**src/verilog/exec_consts.svh**
```systemverilog
`ifndef EXEC_CONSTS_SVH
`define EXEC_CONSTS_SVH

// reorder buffer index
`define ROB_ADDR_WIDTH 5

// physical and architectural register tags
`define PHYS_REG_BITS 6
`define ARCH_REG_BITS 5

// load/store queue
`define MEM_QUEUE_DEPTH 8
`define MEM_IDX_WIDTH $clog2(`MEM_QUEUE_DEPTH)

// start to valid, multiplier and divider
`define MULDIV_LATENCY 4

`endif
```
**src/verilog/rv32i_types.sv**
```systemverilog
`include "exec_consts.svh"

package rv32i_types;

    typedef enum logic [6:0] {
        op_lui   = 7'b0110111,
        op_auipc = 7'b0010111,
        op_jal   = 7'b1101111,
        op_jalr  = 7'b1100111,
        op_br    = 7'b1100011,
        op_load  = 7'b0000011,
        op_store = 7'b0100011,
        op_imm   = 7'b0010011,
        op_reg   = 7'b0110011
    } rv_opcode_e;

    typedef enum logic [2:0] {
        alu_add  = 3'b000,
        alu_sll  = 3'b001,
        alu_slt  = 3'b010,
        alu_sltu = 3'b011,
        alu_xor  = 3'b100,
        alu_sr   = 3'b101,
        alu_or   = 3'b110,
        alu_and  = 3'b111
    } alu_f3_e;

    typedef enum logic [2:0] {
        md_mul    = 3'b000,
        md_mulh   = 3'b001,
        md_mulhsu = 3'b010,
        md_mulhu  = 3'b011,
        md_div    = 3'b100,
        md_divu   = 3'b101,
        md_rem    = 3'b110,
        md_remu   = 3'b111
    } muldiv_f3_e;

    typedef enum logic [2:0] {
        br_beq  = 3'b000,
        br_bne  = 3'b001,
        br_blt  = 3'b100,
        br_bge  = 3'b101,
        br_bltu = 3'b110,
        br_bgeu = 3'b111
    } branch_f3_e;

    // store widths share the low encodings
    typedef enum logic [2:0] {
        mem_b  = 3'b000,
        mem_h  = 3'b001,
        mem_w  = 3'b010,
        mem_bu = 3'b100,
        mem_hu = 3'b101
    } mem_f3_e;

    typedef struct packed {
        logic [31:0] pc;
        logic [31:0] inst;
        logic [31:0] i_imm;
        logic [31:0] s_imm;
        logic [31:0] b_imm;
    } decode_info_t;

    typedef struct packed {
        logic [31:0]                rs1_v;
        logic [31:0]                rs2_v;
        decode_info_t               decode_info;
        logic [`ROB_ADDR_WIDTH-1:0] rob_idx;
        logic [`PHYS_REG_BITS-1:0]  pd;
        logic [`ARCH_REG_BITS-1:0]  rd;
    } issue_t;

    typedef struct packed {
        logic                       valid;
        logic [`ROB_ADDR_WIDTH-1:0] rob_idx;
        logic [`PHYS_REG_BITS-1:0]  pd;
        logic [`ARCH_REG_BITS-1:0]  rd;
        logic [31:0]                rd_v;
        logic [31:0]                inst;
        logic                       pc_select;
        logic [31:0]                pc_branch;
    } cdb_t;

    typedef struct packed {
        logic                      valid;
        logic [31:0]               addr;
        logic [31:0]               wdata;
        logic [3:0]                wmask;
        logic                      store;
        logic [`MEM_IDX_WIDTH-1:0] mem_idx;
    } mem_req_t;

endpackage

```
**src/verilog/fu_br.sv**
```systemverilog
module fu_br
import rv32i_types::*;
(
    input  issue_t      issue,
    input  logic        start,
    output logic [31:0] rd_v,
    output logic        valid,
    output logic        pc_select,
    output logic [31:0] pc_branch
);

    rv_opcode_e  opcode;
    branch_f3_e  funct3;
    logic        taken;
    logic [31:0] jalr_target;

    assign opcode = rv_opcode_e'(issue.decode_info.inst[6:0]);
    assign funct3 = branch_f3_e'(issue.decode_info.inst[14:12]);
    assign jalr_target = issue.rs1_v + issue.decode_info.i_imm;

    always_comb begin
        case (funct3)
            br_beq:  taken = issue.rs1_v == issue.rs2_v;
            br_bne:  taken = issue.rs1_v != issue.rs2_v;
            br_blt:  taken = $signed(issue.rs1_v) < $signed(issue.rs2_v);
            br_bge:  taken = $signed(issue.rs1_v) >= $signed(issue.rs2_v);
            br_bltu: taken = issue.rs1_v < issue.rs2_v;
            br_bgeu: taken = issue.rs1_v >= issue.rs2_v;
            default: taken = 1'b0;
        endcase
    end

    always_comb begin
        pc_select = 1'b0;
        pc_branch = '0;
        rd_v      = '0;
        if (opcode == op_jalr) begin
            // jalr always redirects and links
            pc_select = start;
            pc_branch = jalr_target & 32'hffff_fffe;
            rd_v      = issue.decode_info.pc + 32'd4;
        end else if (taken) begin
            pc_select = start;
            pc_branch = issue.decode_info.pc + issue.decode_info.b_imm;
        end
    end

    assign valid = start;

endmodule

```
**config.mk**
```make
export PLATFORM = sky130hd
export DESIGN_NAME = fu_br
export DESIGN_NICKNAME = d
export VERILOG_FILES = /design/src/verilog/rv32i_types.sv /design/src/verilog/fu_br.sv
export VERILOG_INCLUDE_DIRS = /design/src /design/src/verilog
export SDC_FILE = /design/constraint.sdc
export NUM_CORES = 1
export LEC_CHECK = 0
export ABC_AREA = 1
export BUFFER_PORTS_ARGS = -buffer_cell sky130_fd_sc_hd__clkbuf_2
export CAP_MARGIN = 20
export CORE_MARGIN = 8
export CORE_UTILIZATION = 49
export DETAILED_ROUTE_END_ITERATION = 6
export PLACE_DENSITY = 0.95
export SETUP_SLACK_MARGIN = 0.3
export SYNTH_ARGS = -nofsm -noshare
export SYNTH_HDL_FRONTEND = slang
export SYNTH_SLANG_ARGS = --single-unit
```
**constraint.sdc**
```tcl
create_clock -name vclk -period 2.5
set_input_delay 0.25 -clock vclk [all_inputs]
set_output_delay 0.25 -clock vclk [all_outputs]
set_load 0.03 [all_outputs]
```
Word level (Yosys, flattened, before mapping)
Cells that the tools add are included.
{"block": "word_totals", "output_inout_bits": 66, "ff_bits": 0}
{"block": "op_classes", "addsub": 3, "n_eq_ne": 8, "magnitude_cmp": 4, "mux": 6, "n_reduce_logical": 1}
{"operator": "$mux W32", "n": 3}
{"operator": "$add A32 B32 Y32", "n": 2}
{"operator": "$ge A32 B32 Y1", "n": 2}
{"operator": "$lt A32 B32 Y1", "n": 2}
{"operator": "$add A32 B3 Y32 const B", "n": 1}
{"operator": "$eq A32 B32 Y1", "n": 1}
{"operator": "$ne A32 B32 Y1", "n": 1}
{"operator": "$eq A3 B3 Y1 const B", "n": 4}
{"operator": "$eq A7 B7 Y1 const B", "n": 1}
{"operator": "$pmux W1 S6", "n": 1}
{"operator": "$eq A3 B1 Y1 const B", "n": 1}
{"operator": "$logic_not A3 Y1", "n": 1}
{"operator": "$mux W1", "n": 2}

Depth between registers and ports, before layout
Gate-level depths: netlist of the first run.
{"block": "logic_depth", "ltp_word": 4, "ltp_mapped": 20, "mapped_depth_nobuf": 19}

Worst setup path before layout of the first run
OpenSTA, ideal clock, no wires.
{"block": "synth_path", "path_kind": "in2out", "startpoint": "in issue[117] in the netlist's numbering", "endpoint": "out rd_v[18]", "required_time_ns": 2.250, "setup_slack_ns": 0.222, "arrival_time_ns": 2.028, "path_buffers": 1, "path_stages": 5, "cell_sequence": "inv_1 -> nor4_2 -> inv_2 -> clkbuf_1 -> a311oi_1"}
{"block": "synth_between", "elab_chain_cells": 2}
{"item": "start, declared", "line_no": "fu_br.sv:4", "rtl": "input issue_t issue,"}
{"item": "$eq A7 B7 Y1", "line_no": "fu_br.sv:37", "rtl": "if (opcode == op_jalr) begin"}
{"item": "$mux W32", "line_no": "fu_br.sv:37"}
{"item": "end, declared", "line_no": "fu_br.sv:6", "rtl": "output logic [31:0] rd_v,"}
Every way passes these cells.

Worst setup path after layout of the first run
{"block": "layout_path", "startpoint": "in issue[219] in the netlist's numbering", "endpoint": "out pc_branch[6]"}
{"block": "layout_between", "elab_chain_cells": 4, "word_cells_on_any_way": 9, "cone_classes": "4 x order compare; 2 x eq/ne; 3 x mux"}
{"item": "$ge A32 B32 Y1 (tied with other cells)", "line_no": "fu_br.sv:28", "rtl": "br_bgeu: taken = issue.rs1_v >= issue.rs2_v;"}
{"item": "$pmux W1 S6 *", "line_no": "fu_br.sv:22", "rtl": "case (funct3)"}
{"item": "$mux W32 *", "line_no": "fu_br.sv:42", "rtl": "end else if (taken) begin"}
{"item": "$mux W32 *", "line_no": "fu_br.sv:37"}
{"item": "end, declared", "line_no": "fu_br.sv:9", "rtl": "output logic [31:0] pc_branch"}
Every way passes the cells marked *; elsewhere a longest branch is shown, timed or not.

==> results of run 1 <==
worst max path at each step:
| stage | from | end | slack (ns) | cells past startpoint |
|---|---|---|---|---|
| final | issue[219] | pc_branch[6] | -0.20 | 16 |
| after global placement | issue[83] | pc_branch[20] | -0.08 | 15 |
| after floorplan | issue[117] | rd_v[10] | 0.25 | 5 |
| after detailed placement | issue[83] | pc_branch[20] | -0.13 | 15 |
| after global routing | issue[207] | pc_branch[6] | -0.22 | 18 |
| after CTS | issue[239] | pc_branch[23] | -0.03 | 17 |
cell type report:
class / count / area [sq um] / area share [%]
multi-input combinational: 901 / 6156 / 64.83
timing repair buffer: 344 / 2552 / 26.88
inverter: 159 / 603.1 / 6.351
tap: 147 / 183.9 / 1.937
per-stage QoR:
| stage | cell area [sq um] | worst slack, ns | utilization [%] | instances | total power (W) |
|---|---|---|---|---|---|
| floorplan | 6060 | 0.2480 | - | 1073 | 0.001160 |
| global placement | 8001 | -0.08242 | 66.89 | 1525 | 0.001778 |
| detailed placement | 8001 | -0.1345 | 66.89 | 1525 | 0.001828 |
| CTS | 8706 | -0.02732 | 72.78 | 1540 | 0.002033 |
| global route | 9495 | -0.2224 | 79.38 | 1551 | 0.002553 |
| finish | 9495 | -0.1976 | 79.38 | 1551 | 0.002389 |
cells in the final DEF (no fill, tap or decap), types with 17 or more instances in the layout:
cell      instances
a21oi_1         111
buf_4            99
buf_6            17
buf_8            33
clkbuf_2        181
ha_1             72
ha_4             21
inv_1           142
nand2_1         194
nand2_2          50
nand3_1          42
nand3_2          28
nand4_1          18
nor2_1          109
nor3_1           23
o21ai_0          61
xor2_1           25
power by group through the flow:
stage               clock network, W  registers [W]  logic (W)
finish                             0              0    0.00239
global route                       0              0    0.00255
floorplan                          0              0    0.00116
detailed placement                 0              0    0.00183
CTS                                0              0    0.00203
global placement                   0              0    0.00178
cell families after synthesis:
kind of cell	Yosys count	synth area share (%)
simple gates	527	40.28
compound gates	237	21.92
buf+inv	172	11.39
fa+ha+maj	96	20.39
xor+xnor	41	6.021
layer usage:
layer	global-route usage, %	wire, um
met5	0	0
met4	15.64	1739
met3	5.195	2856
met2	54.19	13610
met1	31.46	9922
synthesized netlist by cell type, types with 8 or more instances:
cell type,count
o21ai_0,67
nor2_1,120
ha_1,94
a21o_1,9
nand3_2,13
xnor2_1,15
o21a_1,9
a31oi_1,8
nand3_1,67
xor2_1,26
a21oi_1,123
nor4_1,11
nand2_1,248
inv_1,157
nor3_1,24
nand4_1,18
what timing repair did:
item,in CTS,in global routing
buffers inserted,15,9
gates resized for setup,127,176
gates cloned,0,2
pin swaps,15,50
setup endpoints to repair,39,44
==> reports/metrics.csv, run 1 <==
stage;metric;value;unit
status;status;finished with violations;
status;violations;design-rule violations, negative setup slack;
hold_path;min_from;start;
power_and_ir_drop;seqPwrFrac;0;%
power_and_ir_drop;swShare;57.12;%
timing;hold_viol_final;0;
grt;grt_pass1_vias;8848;
floorplan;start_util;49.86;%
placement;place_congestion;1.059;
worst_setup_path;cp-end-kind;output pin;
worst_setup_path;path_cells;clkbuf_2 -> ha_1 -> a21oi_1 -> nand2_1 -> a21oi_2 -> nand2_2 -> nand2_4 -> nand3_2 -> nand2_2 -> inv_2 -> nor2_4 -> nand3_4 -> buf_12 -> nand3_2 -> nand2_2 -> buf_8;
synthesis;syn_nets;1410;
floorplan;core_area;0.01196;sq mm
cells_and_area;num_antenna_cells;0;
routing;first_iter_violations;778;
floorplan;num_rows;40;
synthesis;synth_top_area_cell;ha_1;
synthesis;synth_warnings;0;
timing;holdWs;0.7639;ns
floorplan;dieArea;0.01596;sq mm
worst_setup_path;critPathBufInv;4;
worst_setup_path;worstPathArrival;2.45;ns
timing;final.setup.worst_slack;-0.1976;ns
job;drv_cap;0;
power_and_ir_drop;max-vdd-ir-drop;0.0001538;V
worst_setup_path;required;2.25;ns
cts;cts_hold_buf;0;
cells_and_area;area_delta_synth_final;59.20;%
worst_setup_path;cp-start-kind;primary input;
grt;grt_pass1_wl;39940;um
timing;layout_min_cycle_time;2.698;ns
routing;ant_nets;0;
timing;drv_slew;0;
synthesis;netlist.area_leader.share;19.72;%
worst_setup_path;critical_path_class;primary input to output pin;
cells_and_area;regArea;0;sq um
synthesis;ys_seq_area_share;0;%
power_and_ir_drop;p_sw;0.001365;W
cells_and_area;drive_gt1_share;37.96;%
synthesis;netlist_instances;1073;
placement;hpwlAfterDp;20300;um
cells_and_area;nClkBuffers;0;
routing;dr.pass1.iters;7;
timing;setup_tns;-5.751;ns
timing;setup_violations;33;
routing;via_count;9300;
grt;antenna_found_initial;0;
hold_path;hold_class;primary input to output pin;
worst_setup_path;cpPeakStageDelay;0.33;ns
worst_setup_path;cpLargestDelayFamily;simple AND/OR/NAND/NOR gates;
timing;rsz0062_at_grt;true;
timing;fmax;370.7;MHz
synthesis;synthDistinctLibCells;43;
grt;gr-total-overflow;0;
synthesis;avgSynthCellArea;5.559;sq um
synthesis;netlist_area;0.005964;sq mm
cells_and_area;design.seq.count;0;
worst_setup_path;cpMostUsedCell;nand2_2;
grt;grt_max_degree;44;
power_and_ir_drop;intPower;0.001024;W
power_and_ir_drop;p_leak;4.914;nW
power_and_ir_drop;clock_power_share;0;%
placement;io_buffers;237;
hold_path;min_to;valid;
timing;slew_headroom;61.44;%
timing;fin_crit_sh;107.9;%
cells_and_area;fill_cells;756;
synthesis;synth_area_leaders;ha_1, nand2_1, a21oi_1;
routing;drc;4;
routing;routed_wl;28130;um
cells_and_area;nets;1743;
floorplan;dieWidth;126.3;um
routing;wl_per_cell;18.14;um
power_and_ir_drop;power_frac_comb;100.0;%
worst_setup_path;crit_slowest_cell;ha_1;
floorplan;boundaryPins;307;
timing;worstMarginPinSlew;0.5731;ns
routing;vias_per_cell;5.996;
worst_setup_path;worstPathMaxFanout;7;
hold_path;min_path_cells;2;
floorplan;fp.dieH;126.3;um
power_and_ir_drop;powerDensity;251.6;mW/mm^2
grt;grt_usage;29.44;%
No activity file was read; power rests on OpenSTA's default activity.
==> run 2, diff against run 1 <==
BUFFER_PORTS_ARGS = default   (was -buffer_cell sky130_fd_sc_hd__clkbuf_2)
CORE_AREA = 8 8 114 116   (was default)
CORE_MARGIN = default   (was 8)
CORE_UTILIZATION = default   (was 49)
DIE_AREA = 0 0 122 124   (was default)
DONT_BUFFER_PORTS = 1   (was default)
PLACE_DENSITY = 0.8   (was 0.95)
==> run 2 against run 1 <==
Against the previous run:
- the flow now finishes without violations
- critical path type unchanged
- design area down 22%
- core utilization is 13 points lower
- largest cell class unchanged
- critical endpoint is now pc_branch[31]
- cell count is 18% lower
- wire length shrank 21%
- fmax up 9.4%
- clock-buffer cell count unchanged
==> reports/metrics.csv, run 2 (synthesized netlist as in run 1, its figures left out) <==
stage;metric;value;unit
routing;vias_per_cell;5.834;
cells_and_area;drive_gt1_share;20.44;%
grt;grt_pass1_wl;32640;um
routing;via_count;7397;
power_and_ir_drop;p_leak;3.551;nW
cells_and_area;design.seq.count;0;
timing;slew_headroom;56.18;%
cells_and_area;nClkBuffers;0;
floorplan;boundaryPins;307;
worst_setup_path;cp-start-kind;primary input;
power_and_ir_drop;powerDensity;231.1;mW/mm^2
grt;grt_usage;25.87;%
routing;first_iter_violations;424;
cells_and_area;stdcell_count;1268;
timing;drv_slew;0;
timing;holdWs;0.5000;ns
cells_and_area;layout_common_cells;nand2_1, inv_1, nor2_1;
worst_setup_path;worstPathMaxFanout;6;
grt;gr-total-overflow;0;
timing;setup_violations;0;
placement;io_buffers;0;
power_and_ir_drop;power;0.001717;W
timing;hold_viol_final;0;
cells_and_area;regArea;0;sq um
floorplan;core_area;0.01117;sq mm
routing;dr.pass1.iters;4;
placement;hpwlAfterDp;17880;um
status;status;completed;
timing;worstMarginPinSlew;0.6512;ns
floorplan;start_util;53.38;%
cts;cts_hold_buf;0;
floorplan;dieWidth;122;um
floorplan;fp.dieH;124;um
routing;ant_nets;0;
routing;routed_wl;22210;um
placement;place_congestion;0.9648;
grt;antenna_found_initial;0;
cells_and_area;nets;1464;
floorplan;num_rows;39;
cells_and_area;multi_input_area;0.006036;sq mm
cells_and_area;fill_cells;1064;
placement;placed_cells;1252;
job;drv_cap;0;
timing;layout_min_cycle_time;2.466;ns
timing;fin_crit_sh;98.63;%
grt;grt_max_degree;56;
floorplan;dieArea;0.01513;sq mm
worst_setup_path;worstPathArrival;2.22;ns
routing;drc;0;
cells_and_area;area_delta_synth_final;24.56;%
cells_and_area;num_antenna_cells;0;
worst_setup_path;cp-end-kind;output pin;
hold_path;hold_class;primary input to output pin;
cells_and_area;mostFrequentLayoutCell;nand2_1;
worst_setup_path;required;2.25;ns
worst_setup_path;critical_path_class;primary input to output pin;
grt;grt_pass1_vias;7124;
power_and_ir_drop;max-vdd-ir-drop;0.0001228;V
timing;rsz0062_at_grt;true;
timing;fmax;405.6;MHz
routing;wl_per_cell;17.52;um
[run 2: cell count changes in the layout (fill, tap and decap cells not counted), sizes merged]
cell      before  now
inv          158  159
buf          154   63
clkbuf       190    2
clkinvlp       1    0
[run 2: cell type report]
type	instances	area share, %
multi-input combinational	901	81.24
inverter	159	8.505
tap	143	2.408
timing repair buffer	65	7.848
[run 2: routing by layer]
layer | track usage, % | up-vias | part of all wire, %
li1 | - | 3713 | -
met1 | 28.66 | 3262 | 38
met2 | 48.38 | 345 | 49
met3 | 4.941 | 77 | 9.5
met4 | 8.635 | 0 | 4.2
met5 | 0 | - | 0
[run 2: power breakdown]
group / switching [W] / leakage (nW) / total, W / internal (W)
sequential: 0 / 0 / 0 / 0
clock: 0 / 0 / 0 / 0
combinational: 0.00109 / 3.55 / 0.00172 / 0.000627
total: 0.00109 / 3.55 / 0.00172 / 0.000627
[run 2: stage by stage]
step | setup slack, ns | utilization [%] | instance area, sq um | TNS (ns)
3_5_place_dp | 0.02287 | 58.80 | 6570 | 0
2_1_floorplan | 0.2480 | - | 6060 | 0
4_1_cts | 0.1241 | 62.41 | 6974 | 0
5_1_grt | -0.06590 | 66.49 | 7430 | -0.9222
6_report | 0.03433 | 66.49 | 7430 | 0
3_3_place_gp | 0.05317 | 58.80 | 6570 | 0
[run 2: final timing paths]
check / startpoint / to / slack [ns] / cells past startpoint
worst max-delay path: issue[189] / pc_branch[31] / 0.03 / 16
worst min-delay path: start / valid / 0.50 / 0
[run 2: timing repair]
item	in CTS	in global routing
cloned	0	3
resized for setup	83	75
endpoints found under the setup margin	34	35
pin swaps	13	39
setup buffers	7	6
[run 2: worst max-delay path: stages]
cell	delay, ns
inv_1	0.02
ha_1	0.30
a21oi_1	0.22
o21ai_0	0.12
a21oi_1	0.13
nand2_1	0.08
nand2_2	0.12
nand2_2	0.08
nand2_2	0.09
nand3_2	0.07
nand2_2	0.10
nand3_4	0.19
buf_12	0.20
nand3_2	0.06
nand2_2	0.06
buf_6	0.13
==> run 3, diff against run 2 <==
PLACE_DENSITY = 0.69   (was 0.8)
==> run 3 against run 2 <==
Against the previous run:
- flip-flop and latch count is the same
- cell count shrank 0.71%
- global-route usage shrank 1.0 points
- via count shrank 3.2%
- non-clock buffer count shrank 9
==> reports/metrics.csv, run 3 (synthesized netlist as in run 1, its figures left out) <==
stage;metric;value;unit
status;status;completed;
timing;setup_violations;0;
placement;pre_cts_ws;0.004832;ns
cells_and_area;area_delta_synth_final;22.59;%
cells_and_area;regArea;0;sq um
routing;first_iter_violations;317;
grt;antenna_found_initial;0;
worst_setup_path;cp-start-kind;primary input;
cells_and_area;num_antenna_cells;0;
cells_and_area;nets;1455;
cells_and_area;fin_util;65.44;%
worst_setup_path;worstPathMaxFanout;8;
hold_path;hold_class;primary input to output pin;
grt;grt_usage;24.84;%
floorplan;core_area;0.01117;sq mm
grt;grt_max_degree;55;
routing;routed_wl;20640;um
cells_and_area;fill_cells;1115;
timing;setup_tns;0;ns
floorplan;dieArea;0.01513;sq mm
routing;via_count;7159;
floorplan;boundaryPins;307;
floorplan;start_util;53.38;%
floorplan;dieWidth;122;um
placement;place_congestion;0.9631;
floorplan;fp.dieH;124;um
timing;final.setup.worst_slack;0.09660;ns
cells_and_area;drive_gt1_share;18.64;%
timing;hold_viol_final;0;
cells_and_area;nClkBuffers;0;
placement;io_buffers;0;
job;drv_cap;0;
routing;vias_per_cell;5.686;
timing;fmax;416.1;MHz
placement;hpwlAfterDp;17310;um
routing;ant_nets;0;
worst_setup_path;critical_path_class;primary input to output pin;
timing;holdWs;0.5000;ns
cells_and_area;layout_common_cells;nand2_1, inv_1, nor2_1;
worst_setup_path;required;2.25;ns
grt;grt_pass1_wl;31490;um
timing;worstMarginPinSlew;0.6321;ns
worst_setup_path;critical_path.startpoint;issue[203];
routing;drc;0;
placement;placed_cell_area;0.006555;sq mm
grt;grt_pass1_vias;7018;
routing;wl_per_cell;16.39;um
grt;gr-total-overflow;0;
cells_and_area;design.seq.count;0;
routing;dr.pass1.iters;4;
timing;rsz0062_at_grt;true;
power_and_ir_drop;powerDensity;228.6;mW/mm^2
cells_and_area;stdcell_area;0.007312;sq mm
timing;drv_slew;0;
cells_and_area;multi_input_area;0.005998;sq mm
power_and_ir_drop;max-vdd-ir-drop;0.0001136;V
timing;slew_headroom;57.47;%
timing;layout_min_cycle_time;2.403;ns
worst_setup_path;cp-end-kind;output pin;
worst_setup_path;worstPathArrival;2.15;ns
power_and_ir_drop;p_leak;3.524;nW
hold_path;min_from;start;
floorplan;num_rows;39;
cells_and_area;mostFrequentLayoutCell;nand2_1;
timing;fin_crit_sh;96.14;%
## run 3: final cells by class
class / instances / share of cell area, %
Inverter: 159 / 8.470
Tap cell: 143 / 2.447
Timing Repair Buffer: 56 / 7.050
Multi-Input combinational cell: 901 / 82.03
## run 3: power by group
group,internal (W),switching (W)
Combinational,0.000604,0.00107
Sequential,0,0
Clock,0,0
Total,0.000604,0.00107
## run 3: final timing paths
path	to	slack, ns	cells after the start
worst min-delay path	valid	0.50	0
worst max-delay path	pc_branch[6]	0.1	17
## run 3: timing repair
| action | CTS | global route |
|---|---|---|
| resized for setup | 85 | 66 |
| gates cloned | 0 | 2 |
| pin swaps | 7 | 36 |
| hold endpoints to repair | 0 | 0 |
| setup buffers | 1 | 6 |
| hold buffers | 0 | 0 |
| endpoints found under the setup margin | 34 | 35 |
## run 3: critical path, cell delays in order
cell and delay, ns:
inv_2 0.03, ha_4 0.23, a21oi_1 0.15, o21ai_0 0.11, nand2_1 0.07, nand2_1 0.07
a21oi_2 0.15, buf_6 0.14, nand3_1 0.07, nand2_1 0.08, inv_2 0.04, nor2_4 0.12
nand3_4 0.16, buf_6 0.19, buf_6 0.12, nand3_4 0.06, nand2_4 0.10
## run 3: metal layers
metal  wire length, um  vias to the layer above  global-route usage, %
li1                  -                     3697                      -
met1              8069                     3155                  27.54
met2             10150                      262                  46.94
met3              1777                       45                  4.397
met4               640                        0                  7.710
met5                 0                        -                      0
## run 3: through the flow
step / std cells / power [W]
floorplan: 1073 / 0.001160
global placement: 1250 / 0.001435
detailed placement: 1250 / 0.001442
CTS: 1251 / 0.001550
global route: 1259 / 0.001853
finish: 1259 / 0.001672
